==> config.mk <==
export PLATFORM = sky130hd
export DESIGN_NAME = lc3b_exec
export DESIGN_NICKNAME = d
export VERILOG_FILES = /design/src/hw/lc3b_types.sv /design/src/hw/control_rom.sv /design/src/hw/data_memory.sv /design/src/hw/execute_unit.sv /design/src/hw/lc3b_exec.sv /design/src/hw/pc_unit.sv /design/src/hw/regfile.sv
export SDC_FILE = /design/constraint.sdc
export NUM_CORES = 2
export LEC_CHECK = 0
export ABC_AREA = 1
export BUFFER_PORTS_ARGS = -buffer_cell sky130_fd_sc_hd__buf_2
export CORE_MARGIN = 2
export CORE_UTILIZATION = 38
export CTS_BUF_LIST = sky130_fd_sc_hd__clkbuf_8 sky130_fd_sc_hd__clkbuf_16
export DETAILED_ROUTE_END_ITERATION = 10
export GPL_TIMING_DRIVEN = 0
export HOLD_SLACK_MARGIN = 0.02
export MAX_ROUTING_LAYER = met4
export SYNTH_ARGS = -nofsm -noshare
export SYNTH_HDL_FRONTEND = slang
export SYNTH_HIERARCHICAL = 1
export SYNTH_SLANG_ARGS = --single-unit
export TNS_END_PERCENT = 5
==> constraint.sdc <==
create_clock -name clk -period 5.7 [get_ports clk]
set_input_delay 1.14 -clock clk [delete_from_list [all_inputs] [get_ports clk]]
set_output_delay 1.14 -clock clk [all_outputs]
set_load 0.05 [all_outputs]
==> src/hw/lc3b_types.sv <==
package lc3b_types;

    typedef logic [15:0] lc3b_word;
    typedef logic [2:0]  lc3b_reg;
    typedef logic [2:0]  lc3b_nzp;    // n, z, p

    typedef enum logic [3:0] {
        op_br   = 4'b0000,
        op_add  = 4'b0001,
        op_ldb  = 4'b0010,
        op_stb  = 4'b0011,
        op_jsr  = 4'b0100,
        op_and  = 4'b0101,
        op_ldr  = 4'b0110,
        op_str  = 4'b0111,
        op_rti  = 4'b1000,
        op_not  = 4'b1001,
        op_ldi  = 4'b1010,
        op_sti  = 4'b1011,
        op_jmp  = 4'b1100,
        op_shf  = 4'b1101,
        op_lea  = 4'b1110,
        op_trap = 4'b1111
    } lc3b_opcode;

    typedef enum logic [2:0] {
        lc3b_alu_op_pass,    // zero encoding, keep first
        lc3b_alu_op_add,
        lc3b_alu_op_and,
        lc3b_alu_op_not,
        lc3b_alu_op_sll,
        lc3b_alu_op_srl,
        lc3b_alu_op_sra
    } lc3b_alu_op;

    typedef enum logic [1:0] {
        lc3b_alu_mux_sel_sr2,
        lc3b_alu_mux_sel_imm5,
        lc3b_alu_mux_sel_imm4,
        lc3b_alu_mux_sel_offset6_w    // offset6 times two
    } lc3b_alu_mux_sel;

    typedef enum logic [1:0] {
        lc3b_pc_mux_sel_pc_plus2,
        lc3b_pc_mux_sel_pcn,
        lc3b_pc_mux_sel_alu
    } lc3b_pc_mux_sel;

    typedef enum logic {
        lc3b_pc_adder_mux_sel_offset9,
        lc3b_pc_adder_mux_sel_offset11
    } lc3b_pc_adder_mux_sel;

    typedef enum logic {
        lc3b_sr2_mux_sel_sr2,
        lc3b_sr2_mux_sel_dest    // stores read the source from the dest field
    } lc3b_sr2_mux_sel;

    typedef enum logic [1:0] {
        lc3b_data_mux_sel_alu,
        lc3b_data_mux_sel_mdr,
        lc3b_data_mux_sel_pcn,
        lc3b_data_mux_sel_pc    // pc plus 2, jsr link
    } lc3b_data_mux_sel;

    typedef enum logic {
        lc3b_dest_mux_sel_dest,
        lc3b_dest_mux_sel_r7
    } lc3b_dest_mux_sel;

    // all zero is a no-op that falls through to pc plus 2
    typedef struct packed {
        logic                 conditional_branch;
        lc3b_pc_mux_sel       pc_mux_sel;
        lc3b_pc_adder_mux_sel pc_adder_mux_sel;
        lc3b_sr2_mux_sel      sr2_mux_sel;
        lc3b_alu_mux_sel      alu_mux_sel;
        lc3b_alu_op           alu_op;
        logic                 cc_load;
        logic                 mem_write;
        lc3b_data_mux_sel     data_mux_sel;
        lc3b_dest_mux_sel     dest_mux_sel;
        logic                 regfile_load;
    } lc3b_control_word;

endpackage : lc3b_types

==> src/hw/control_rom.sv <==
module control_rom (
    input  lc3b_types::lc3b_word         instr,
    output lc3b_types::lc3b_control_word ctrl
);

    lc3b_types::lc3b_opcode opcode;

    assign opcode = lc3b_types::lc3b_opcode'(instr[15:12]);

    always_comb begin
        // fetch side
        ctrl.conditional_branch = 1'b0;
        ctrl.pc_mux_sel         = lc3b_types::lc3b_pc_mux_sel_pc_plus2;
        ctrl.pc_adder_mux_sel   = lc3b_types::lc3b_pc_adder_mux_sel_offset9;
        // operand and execute
        ctrl.sr2_mux_sel        = lc3b_types::lc3b_sr2_mux_sel_sr2;
        ctrl.alu_mux_sel        = lc3b_types::lc3b_alu_mux_sel_sr2;
        ctrl.alu_op             = lc3b_types::lc3b_alu_op_pass;
        // memory and write-back
        ctrl.cc_load            = 1'b0;
        ctrl.mem_write          = 1'b0;
        ctrl.data_mux_sel       = lc3b_types::lc3b_data_mux_sel_alu;
        ctrl.dest_mux_sel       = lc3b_types::lc3b_dest_mux_sel_dest;
        ctrl.regfile_load       = 1'b0;

        case (opcode)
            lc3b_types::op_add: begin
                if (instr[5])
                    ctrl.alu_mux_sel = lc3b_types::lc3b_alu_mux_sel_imm5;
                ctrl.alu_op       = lc3b_types::lc3b_alu_op_add;
                ctrl.cc_load      = 1'b1;
                ctrl.regfile_load = 1'b1;
            end

            lc3b_types::op_and: begin
                if (instr[5])
                    ctrl.alu_mux_sel = lc3b_types::lc3b_alu_mux_sel_imm5;
                ctrl.alu_op       = lc3b_types::lc3b_alu_op_and;
                ctrl.cc_load      = 1'b1;
                ctrl.regfile_load = 1'b1;
            end

            lc3b_types::op_not: begin
                ctrl.alu_op       = lc3b_types::lc3b_alu_op_not;
                ctrl.cc_load      = 1'b1;
                ctrl.regfile_load = 1'b1;
            end

            lc3b_types::op_shf: begin
                ctrl.alu_mux_sel = lc3b_types::lc3b_alu_mux_sel_imm4;
                if (!instr[4])
                    ctrl.alu_op = lc3b_types::lc3b_alu_op_sll;
                else if (!instr[5])
                    ctrl.alu_op = lc3b_types::lc3b_alu_op_srl;    // logical, zero fill
                else
                    ctrl.alu_op = lc3b_types::lc3b_alu_op_sra;
                ctrl.cc_load      = 1'b1;
                ctrl.regfile_load = 1'b1;
            end

            lc3b_types::op_lea: begin
                ctrl.data_mux_sel = lc3b_types::lc3b_data_mux_sel_pcn;
                ctrl.cc_load      = 1'b1;    // lc-3b lea still sets cc
                ctrl.regfile_load = 1'b1;
            end

            lc3b_types::op_ldr: begin
                ctrl.alu_mux_sel  = lc3b_types::lc3b_alu_mux_sel_offset6_w;
                ctrl.alu_op       = lc3b_types::lc3b_alu_op_add;
                ctrl.data_mux_sel = lc3b_types::lc3b_data_mux_sel_mdr;
                ctrl.cc_load      = 1'b1;
                ctrl.regfile_load = 1'b1;
            end

            lc3b_types::op_str: begin
                ctrl.sr2_mux_sel = lc3b_types::lc3b_sr2_mux_sel_dest;
                ctrl.alu_mux_sel = lc3b_types::lc3b_alu_mux_sel_offset6_w;
                ctrl.alu_op      = lc3b_types::lc3b_alu_op_add;
                ctrl.mem_write   = 1'b1;
            end

            lc3b_types::op_br: begin
                ctrl.conditional_branch = 1'b1;
                ctrl.pc_mux_sel         = lc3b_types::lc3b_pc_mux_sel_pcn;
            end

            lc3b_types::op_jmp: begin
                ctrl.pc_mux_sel = lc3b_types::lc3b_pc_mux_sel_alu;    // base reg via alu pass
            end

            lc3b_types::op_jsr: begin
                if (instr[11]) begin
                    ctrl.pc_mux_sel       = lc3b_types::lc3b_pc_mux_sel_pcn;
                    ctrl.pc_adder_mux_sel = lc3b_types::lc3b_pc_adder_mux_sel_offset11;
                end else begin
                    ctrl.pc_mux_sel = lc3b_types::lc3b_pc_mux_sel_alu;    // jsrr
                end
                ctrl.data_mux_sel = lc3b_types::lc3b_data_mux_sel_pc;
                ctrl.dest_mux_sel = lc3b_types::lc3b_dest_mux_sel_r7;
                ctrl.regfile_load = 1'b1;
            end

            default: begin
                ctrl = '0;    // unknown, byte, indirect and trap
            end
        endcase
    end

    // no decoded instruction both stores and writes a register
    a_no_store_and_load: assert final (!(ctrl.mem_write && ctrl.regfile_load))
        else $error("control word has mem_write and regfile_load together");

endmodule : control_rom

==> src/hw/data_memory.sv <==
module data_memory #(
    parameter int MEM_WORDS = 64
) (
    input  logic                 clk,
    input  logic                 write,
    input  lc3b_types::lc3b_word addr,
    input  lc3b_types::lc3b_word wdata,
    output lc3b_types::lc3b_word rdata
);

    localparam int ADDR_BITS = $clog2(MEM_WORDS);

    lc3b_types::lc3b_word     mem [MEM_WORDS];
    logic [ADDR_BITS-1:0]     word_addr;

    assign word_addr = addr[ADDR_BITS:1];    // byte address, upper bits wrap

    always_ff @(posedge clk) begin
        if (write)
            mem[word_addr] <= wdata;
    end

    assign rdata = mem[word_addr];

endmodule : data_memory

==> src/hw/execute_unit.sv <==
module execute_unit (
    input  logic                         clk,
    input  logic                         rst_n,
    input  logic                         instr_valid,
    input  lc3b_types::lc3b_word         instr,
    input  lc3b_types::lc3b_control_word ctrl,
    input  lc3b_types::lc3b_word         sr1,
    input  lc3b_types::lc3b_word         sr2,
    input  lc3b_types::lc3b_word         mdr,
    input  lc3b_types::lc3b_word         pc,
    input  lc3b_types::lc3b_word         pcn,
    input  lc3b_types::lc3b_nzp          cc_in,
    output lc3b_types::lc3b_reg          sr2_sel,
    output lc3b_types::lc3b_word         mem_addr,
    output lc3b_types::lc3b_word         mem_wdata,
    output logic                         mem_write,
    output logic                         rf_load,
    output lc3b_types::lc3b_reg          rf_dest,
    output lc3b_types::lc3b_word         rf_data,
    output lc3b_types::lc3b_nzp          cc_out,
    output logic                         retire_valid,
    output lc3b_types::lc3b_word         retire_pc,
    output logic                         retire_reg_write,
    output lc3b_types::lc3b_reg          retire_dest,
    output lc3b_types::lc3b_word         retire_data,
    output lc3b_types::lc3b_nzp          retire_cc
);

    lc3b_types::lc3b_word alu_b;
    lc3b_types::lc3b_word alu_out;

    assign sr2_sel = (ctrl.sr2_mux_sel == lc3b_types::lc3b_sr2_mux_sel_dest) ?
                     instr[11:9] : instr[2:0];

    always_comb begin
        case (ctrl.alu_mux_sel)
            lc3b_types::lc3b_alu_mux_sel_sr2:   alu_b = sr2;
            lc3b_types::lc3b_alu_mux_sel_imm5:  alu_b = {{11{instr[4]}}, instr[4:0]};
            lc3b_types::lc3b_alu_mux_sel_imm4:  alu_b = {12'b0, instr[3:0]};    // shift amount
            default:                            alu_b = {{9{instr[5]}}, instr[5:0], 1'b0};
        endcase
    end

    always_comb begin
        case (ctrl.alu_op)
            lc3b_types::lc3b_alu_op_add: alu_out = sr1 + alu_b;
            lc3b_types::lc3b_alu_op_and: alu_out = sr1 & alu_b;
            lc3b_types::lc3b_alu_op_not: alu_out = ~sr1;
            lc3b_types::lc3b_alu_op_sll: alu_out = sr1 << alu_b[3:0];
            lc3b_types::lc3b_alu_op_srl: alu_out = sr1 >> alu_b[3:0];
            lc3b_types::lc3b_alu_op_sra: alu_out = $signed(sr1) >>> alu_b[3:0];
            default:                     alu_out = sr1;    // pass, used by jmp/jsrr
        endcase
    end

    assign mem_addr  = alu_out;
    assign mem_wdata = sr2;
    assign mem_write = ctrl.mem_write && instr_valid;

    always_comb begin
        case (ctrl.data_mux_sel)
            lc3b_types::lc3b_data_mux_sel_mdr: rf_data = mdr;
            lc3b_types::lc3b_data_mux_sel_pcn: rf_data = pcn;
            lc3b_types::lc3b_data_mux_sel_pc:  rf_data = pc + 16'd2;    // link value
            default:                           rf_data = alu_out;
        endcase
    end

    assign rf_dest = (ctrl.dest_mux_sel == lc3b_types::lc3b_dest_mux_sel_r7) ?
                     3'd7 : instr[11:9];
    assign rf_load = ctrl.regfile_load && instr_valid;

    assign cc_out = rf_data[15] ? 3'b100 : ((rf_data == '0) ? 3'b010 : 3'b001);

    always_ff @(posedge clk or negedge rst_n) begin
        if (!rst_n) begin
            retire_valid     <= 1'b0;
            retire_reg_write <= 1'b0;
        end else begin
            retire_valid <= instr_valid;
            if (instr_valid)
                retire_reg_write <= rf_load;
        end
    end

    always_ff @(posedge clk) begin
        if (instr_valid) begin
            retire_dest <= rf_dest;
            if (ctrl.mem_write)
                retire_data <= sr2;    // store reports its data
            else if (ctrl.regfile_load)
                retire_data <= rf_data;
            else
                retire_data <= '0;
        end
    end

    // pc and cc registers already hold the post-instruction state
    assign retire_pc = pc;
    assign retire_cc = cc_in;

    a_mem_addr_even: assert property (@(posedge clk) disable iff (!rst_n)
        instr_valid && (ctrl.mem_write ||
        ctrl.data_mux_sel == lc3b_types::lc3b_data_mux_sel_mdr) |-> !mem_addr[0])
        else $error("word access to odd address %h", mem_addr);

endmodule : execute_unit

==> src/hw/lc3b_exec.sv <==
module lc3b_exec #(
    parameter int MEM_WORDS = 64
) (
    input  logic                 clk,
    input  logic                 rst_n,
    input  logic                 instr_valid,
    input  lc3b_types::lc3b_word instr,
    output logic                 retire_valid,
    output lc3b_types::lc3b_word retire_pc,
    output logic                 retire_reg_write,
    output lc3b_types::lc3b_reg  retire_dest,
    output lc3b_types::lc3b_word retire_data,
    output lc3b_types::lc3b_nzp  retire_cc
);

    lc3b_types::lc3b_control_word ctrl;
    lc3b_types::lc3b_reg          sr2_sel;
    lc3b_types::lc3b_word         sr1;
    lc3b_types::lc3b_word         sr2;
    lc3b_types::lc3b_word         mem_addr;
    lc3b_types::lc3b_word         mem_wdata;
    logic                         mem_write;
    lc3b_types::lc3b_word         mdr;
    logic                         rf_load;
    lc3b_types::lc3b_reg          rf_dest;
    lc3b_types::lc3b_word         rf_data;
    lc3b_types::lc3b_nzp          cc_new;
    lc3b_types::lc3b_nzp          cc;
    lc3b_types::lc3b_word         pc;
    lc3b_types::lc3b_word         pcn;

    control_rom u_control_rom (
        .instr (instr),
        .ctrl  (ctrl)
    );

    regfile u_regfile (
        .clk       (clk),
        .rst_n     (rst_n),
        .load      (rf_load),
        .dest_addr (rf_dest),
        .sr1_addr  (instr[8:6]),    // base or first source
        .sr2_addr  (sr2_sel),
        .data_in   (rf_data),
        .sr1_out   (sr1),
        .sr2_out   (sr2)
    );

    execute_unit u_execute_unit (
        .clk              (clk),
        .rst_n            (rst_n),
        .instr_valid      (instr_valid),
        .instr            (instr),
        .ctrl             (ctrl),
        .sr1              (sr1),
        .sr2              (sr2),
        .mdr              (mdr),
        .pc               (pc),
        .pcn              (pcn),
        .cc_in            (cc),
        .sr2_sel          (sr2_sel),
        .mem_addr         (mem_addr),
        .mem_wdata        (mem_wdata),
        .mem_write        (mem_write),
        .rf_load          (rf_load),
        .rf_dest          (rf_dest),
        .rf_data          (rf_data),
        .cc_out           (cc_new),
        .retire_valid     (retire_valid),
        .retire_pc        (retire_pc),
        .retire_reg_write (retire_reg_write),
        .retire_dest      (retire_dest),
        .retire_data      (retire_data),
        .retire_cc        (retire_cc)
    );

    data_memory #(
        .MEM_WORDS (MEM_WORDS)
    ) u_data_memory (
        .clk   (clk),
        .write (mem_write),
        .addr  (mem_addr),
        .wdata (mem_wdata),
        .rdata (mdr)
    );

    pc_unit u_pc_unit (
        .clk         (clk),
        .rst_n       (rst_n),
        .instr_valid (instr_valid),
        .instr       (instr),
        .ctrl        (ctrl),
        .alu_out     (mem_addr),    // alu result doubles as jmp target
        .cc_new      (cc_new),
        .pc          (pc),
        .pcn         (pcn),
        .cc          (cc)
    );

endmodule : lc3b_exec

==> src/hw/pc_unit.sv <==
module pc_unit (
    input  logic                         clk,
    input  logic                         rst_n,
    input  logic                         instr_valid,
    input  lc3b_types::lc3b_word         instr,
    input  lc3b_types::lc3b_control_word ctrl,
    input  lc3b_types::lc3b_word         alu_out,
    input  lc3b_types::lc3b_nzp          cc_new,
    output lc3b_types::lc3b_word         pc,
    output lc3b_types::lc3b_word         pcn,
    output lc3b_types::lc3b_nzp          cc
);

    lc3b_types::lc3b_word pc_plus2;
    lc3b_types::lc3b_word offset;
    lc3b_types::lc3b_word pc_next;
    logic                 br_taken;

    assign pc_plus2 = pc + 16'd2;

    assign offset = (ctrl.pc_adder_mux_sel == lc3b_types::lc3b_pc_adder_mux_sel_offset11) ?
                    {{4{instr[10]}}, instr[10:0], 1'b0} :
                    {{6{instr[8]}}, instr[8:0], 1'b0};

    assign pcn = pc_plus2 + offset;

    assign br_taken = |(instr[11:9] & cc);    // any matching n/z/p bit

    always_comb begin
        case (ctrl.pc_mux_sel)
            lc3b_types::lc3b_pc_mux_sel_pcn:
                pc_next = (!ctrl.conditional_branch || br_taken) ? pcn : pc_plus2;
            lc3b_types::lc3b_pc_mux_sel_alu:
                pc_next = alu_out;
            default:
                pc_next = pc_plus2;
        endcase
    end

    always_ff @(posedge clk or negedge rst_n) begin
        if (!rst_n) begin
            pc <= '0;
            cc <= 3'b010;    // z after reset
        end else if (instr_valid) begin
            pc <= pc_next;
            if (ctrl.cc_load)
                cc <= cc_new;
        end
    end

    a_pc_even: assert property (@(posedge clk) disable iff (!rst_n) !pc[0])
        else $error("pc went odd: %h", pc);

endmodule : pc_unit

==> src/hw/regfile.sv <==
module regfile (
    input  logic                 clk,
    input  logic                 rst_n,
    input  logic                 load,
    input  lc3b_types::lc3b_reg  dest_addr,
    input  lc3b_types::lc3b_reg  sr1_addr,
    input  lc3b_types::lc3b_reg  sr2_addr,
    input  lc3b_types::lc3b_word data_in,
    output lc3b_types::lc3b_word sr1_out,
    output lc3b_types::lc3b_word sr2_out
);

    lc3b_types::lc3b_word regs [8];

    always_ff @(posedge clk or negedge rst_n) begin
        if (!rst_n) begin
            for (int i = 0; i < 8; i++)
                regs[i] <= '0;
        end else if (load) begin
            regs[dest_addr] <= data_in;
        end
    end

    // reads see the old value during a write cycle
    assign sr1_out = regs[sr1_addr];
    assign sr2_out = regs[sr2_addr];

endmodule : regfile

==> metrics.txt <==
Routed WL per cell around 23 um; mapped cell area a little under 60000 um2; Worst setup endpoint u_pc_unit/cc[0]; Critical Path Start Type primary input; Final Max Slew Viols 0; Final Hold Vio Count 0; CTS Buf Count around 140; FP Rows between 100 and 150; die area 158000 um2; Adder-Cell Fraction of Synth Area 0.834%; Worst R2R Path Depth 33; Synth Instances a little under 7000; pwr dens 402 nW/um2; sequential share of the synthesized area between 50 and 60%; Worst Path Arrival around 7.0 ns; TritonCTS clock tree built; f_max around 0.16 GHz; top post-synthesis cells by area edfxtp_1 (53%), nand2_1 (25%), dfrtp_1 (6.3%), nand3_1 (3.0%), inv_1 (2.3%); vias in the first global route 46100; FF-to-FF setup slack between 0.2 and 0.25 ns; count leader, synth nand2_1; H-tree depth 4; Final period util 111%; post-synth top area share 53.2%; Leak approximately 32 nW; Synth-to-Final Area Change 23.1%; drt total wl approximately 220 mm; pin count of the biggest net entering global routing 94; I/O pin total ~60; max_cap viols 0; flops & latches, synth 1192; syn nets 6929; Critical Path End Type register; die height 397 um; final setup fails around 750; Post-synth ARST share between 10% and 20%; 1st-pass router iterations 6; R2R Path End u_pc_unit/cc[0]; hpwl dp around 140 mm; largest family of logic cells by synthesized area simple AND/OR/NAND/NOR gates; DRC viols 0; Slew HR 14.4%; Cell variety after synth 57; # port buffers 58; RSZ-0062 raised after global routing yes; Synth Warn # 6; slowest cell on the critical path fa_2; first-pass GRT wire length ~310 mm; antenna violations before repair 9; Synth Area in XOR/XNOR less than 1%; prevailing post-synth register cell edfxtp_1; total power ~29 mW; nets@finish 7337; hold buffers post-CTS 0; Worst VDD drop 0.303 mV; clk root buf clkbuf_16; worst setup path start instr[15]; Total GRT Usage between 20% and 30%; Mapped Avg Cell Area about 8.6 um2; core box area 154000 um2; via count 49900; Slowest Stage Delay on Critical Path approximately 0.45 ns; Remaining Overflow, GRT 0; worst skew pair latency around 0.78 ns; CTS clk-pin slew, worst paths around 0.070 ns; most frequent cells after synthesis nand2_1 (3889), edfxtp_1 (1043), inv_1 (355); cell taking the most area after synthesis edfxtp_1; Synth Area in Simple Gates slightly above 30%; crit path max fanout 10; Die Wd slightly below 400 um; Final ANT Viol Nets 0; Final Wtd Congestion between 1 and 1.5; CP Class primary input to register; Compound-Gate Fraction of Synth Area between 2 and 3%; worst slew pin tran roughly 1.3 ns; DR iter-0 viols approximately 5600; reg2reg start u_regfile/regs[64]; post-route setup slack -0.610 ns; Final Critical Period 6.31 ns; EDFF count, synth about 1000; CTS Buffer Depth 3; Critical Path RT 6.34 ns; CTS Sinks roughly 1200; Starting Density 38.2%; clk_skew between 0.04 and 0.05 ns; layout cells sized above 1 between 15 and 20%; hold crit path type primary input to async pin; Min Hold Slack 0.304 ns; post-layout util 47.1%; status complete, but fails checks; failing checks negative setup slack; mux cell area share after synthesis 0.0766%; vias per cell approximately 5.3
==> worst min-delay path by stage <==
stage | startpoint | to | slack (ns) | depth (start not counted)
after global placement | u_regfile/regs[99] | u_regfile/regs[99] | 0.47 | 2
after floorplan | u_regfile/regs[100] | u_regfile/regs[100] | 0.45 | 2
after CTS | rst_n | u_regfile/regs[47] | 0.29 | 1
final | rst_n | u_regfile/regs[47] | 0.30 | 1
after global routing | rst_n | u_regfile/regs[47] | 0.33 | 1
after detailed placement | u_regfile/regs[114] | u_regfile/regs[114] | 0.47 | 2
==> logic make-up (layout without fill, tap and decap cells) <==
family,count (synthesis),in the layout
simple gates,4576,4576
flops,1192,1192
buf+inv,734,1245
compound gates,312,312
fa+ha+maj,38,38
xor+xnor,16,16
mux,4,4
other cells,0,10
==> cells in the final DEF (no fill, tap or decap), types with 76 or more instances in the layout <==
| cell | netlist | layout |
|---|---|---|
| dfrtp_1 | 148 | 148 |
| nor2_4 | 4 | 78 |
| o21ai_1 | 12 | 78 |
| o21ai_0 | 190 | 88 |
| inv_1 | 355 | 350 |
| buf_2 | 166 | 122 |
| edfxtp_1 | 1043 | 1043 |
| nand2_1 | 3889 | 3674 |
| buf_4 | 56 | 202 |
| nor2_1 | 219 | 126 |
| clkbuf_16 | 0 | 157 |
| nand3_1 | 348 | 318 |
| buf_6 | 16 | 76 |
| nand2_2 | 15 | 195 |
==> metal layers <==
layer  global-route usage (%)  share of wire, %  wire (um)
met1                     34.0                39      84300
met2                     43.1                47     101000
met3                     4.71               8.5      18300
met4                     13.8               5.7      12400
met5                        -                 0          0
==> what timing repair did <==
action | 4_1_cts | 5_1_grt
resized for setup | 719 | 375
setup buffers | 148 | 41
setup endpoints to repair | 1171 | 1139
pin swaps | 123 | 113
gates cloned | 12 | 13
==> flip-flops by register name, summed over array words and instances, names as in the netlist <==
register / count
u_pc_unit/cc: 3
u_data_memory/mem: 1024
u_execute_unit/retire_valid: 1
u_execute_unit/retire_reg_write: 1
u_pc_unit/pc: 16
u_execute_unit/retire_data: 16
u_execute_unit/retire_dest: 3
u_regfile/regs: 128
==> power by group <==
part           internal, mW  switching [mW]  total [mW]
registers              10.3           0.259        10.5
clock network          4.91            3.65        8.56
logic                  3.12            6.87        9.99
total                  18.3            10.8        29.1
==> area by class of cell <==
class / count / area (um2)
inverter: 383 / 1570
fill: 14500 / 81400
buffer: 345 / 3240
clock buffer: 146 / 3590
antenna: 10 / 25.0
clock inverter: 95 / 771
multi-input combinational: 4946 / 22400
sequential: 1192 / 35000
tap: 2044 / 2560
timing repair buffer: 276 / 3180
==> worst max-delay path, delay by kind of cell <==
kind                       cells  cell delay [ns]
buffers and inverters         11             1.52
adders and majority gates      2             0.57
muxes                          1             0.26
and+or+nand+nor               25             2.48
AOI/OAI and AO/OA              5             0.90
==> per-stage QoR <==
stage / std cells / area [um2] / setup TNS, ns / worst slack (ns)
global route: 9433 / 72400 / -218.42 / -0.702
global placement: 8974 / 62100 / -3510.85 / -3.83
floorplan: 6872 / 59300 / -47.33 / -0.172
detailed placement: 8981 / 62300 / -3425.04 / -3.53
finish: 9437 / 72400 / -163.39 / -0.610
CTS: 9380 / 70900 / -78.00 / -0.316
(Power assumes the default switching activity.)
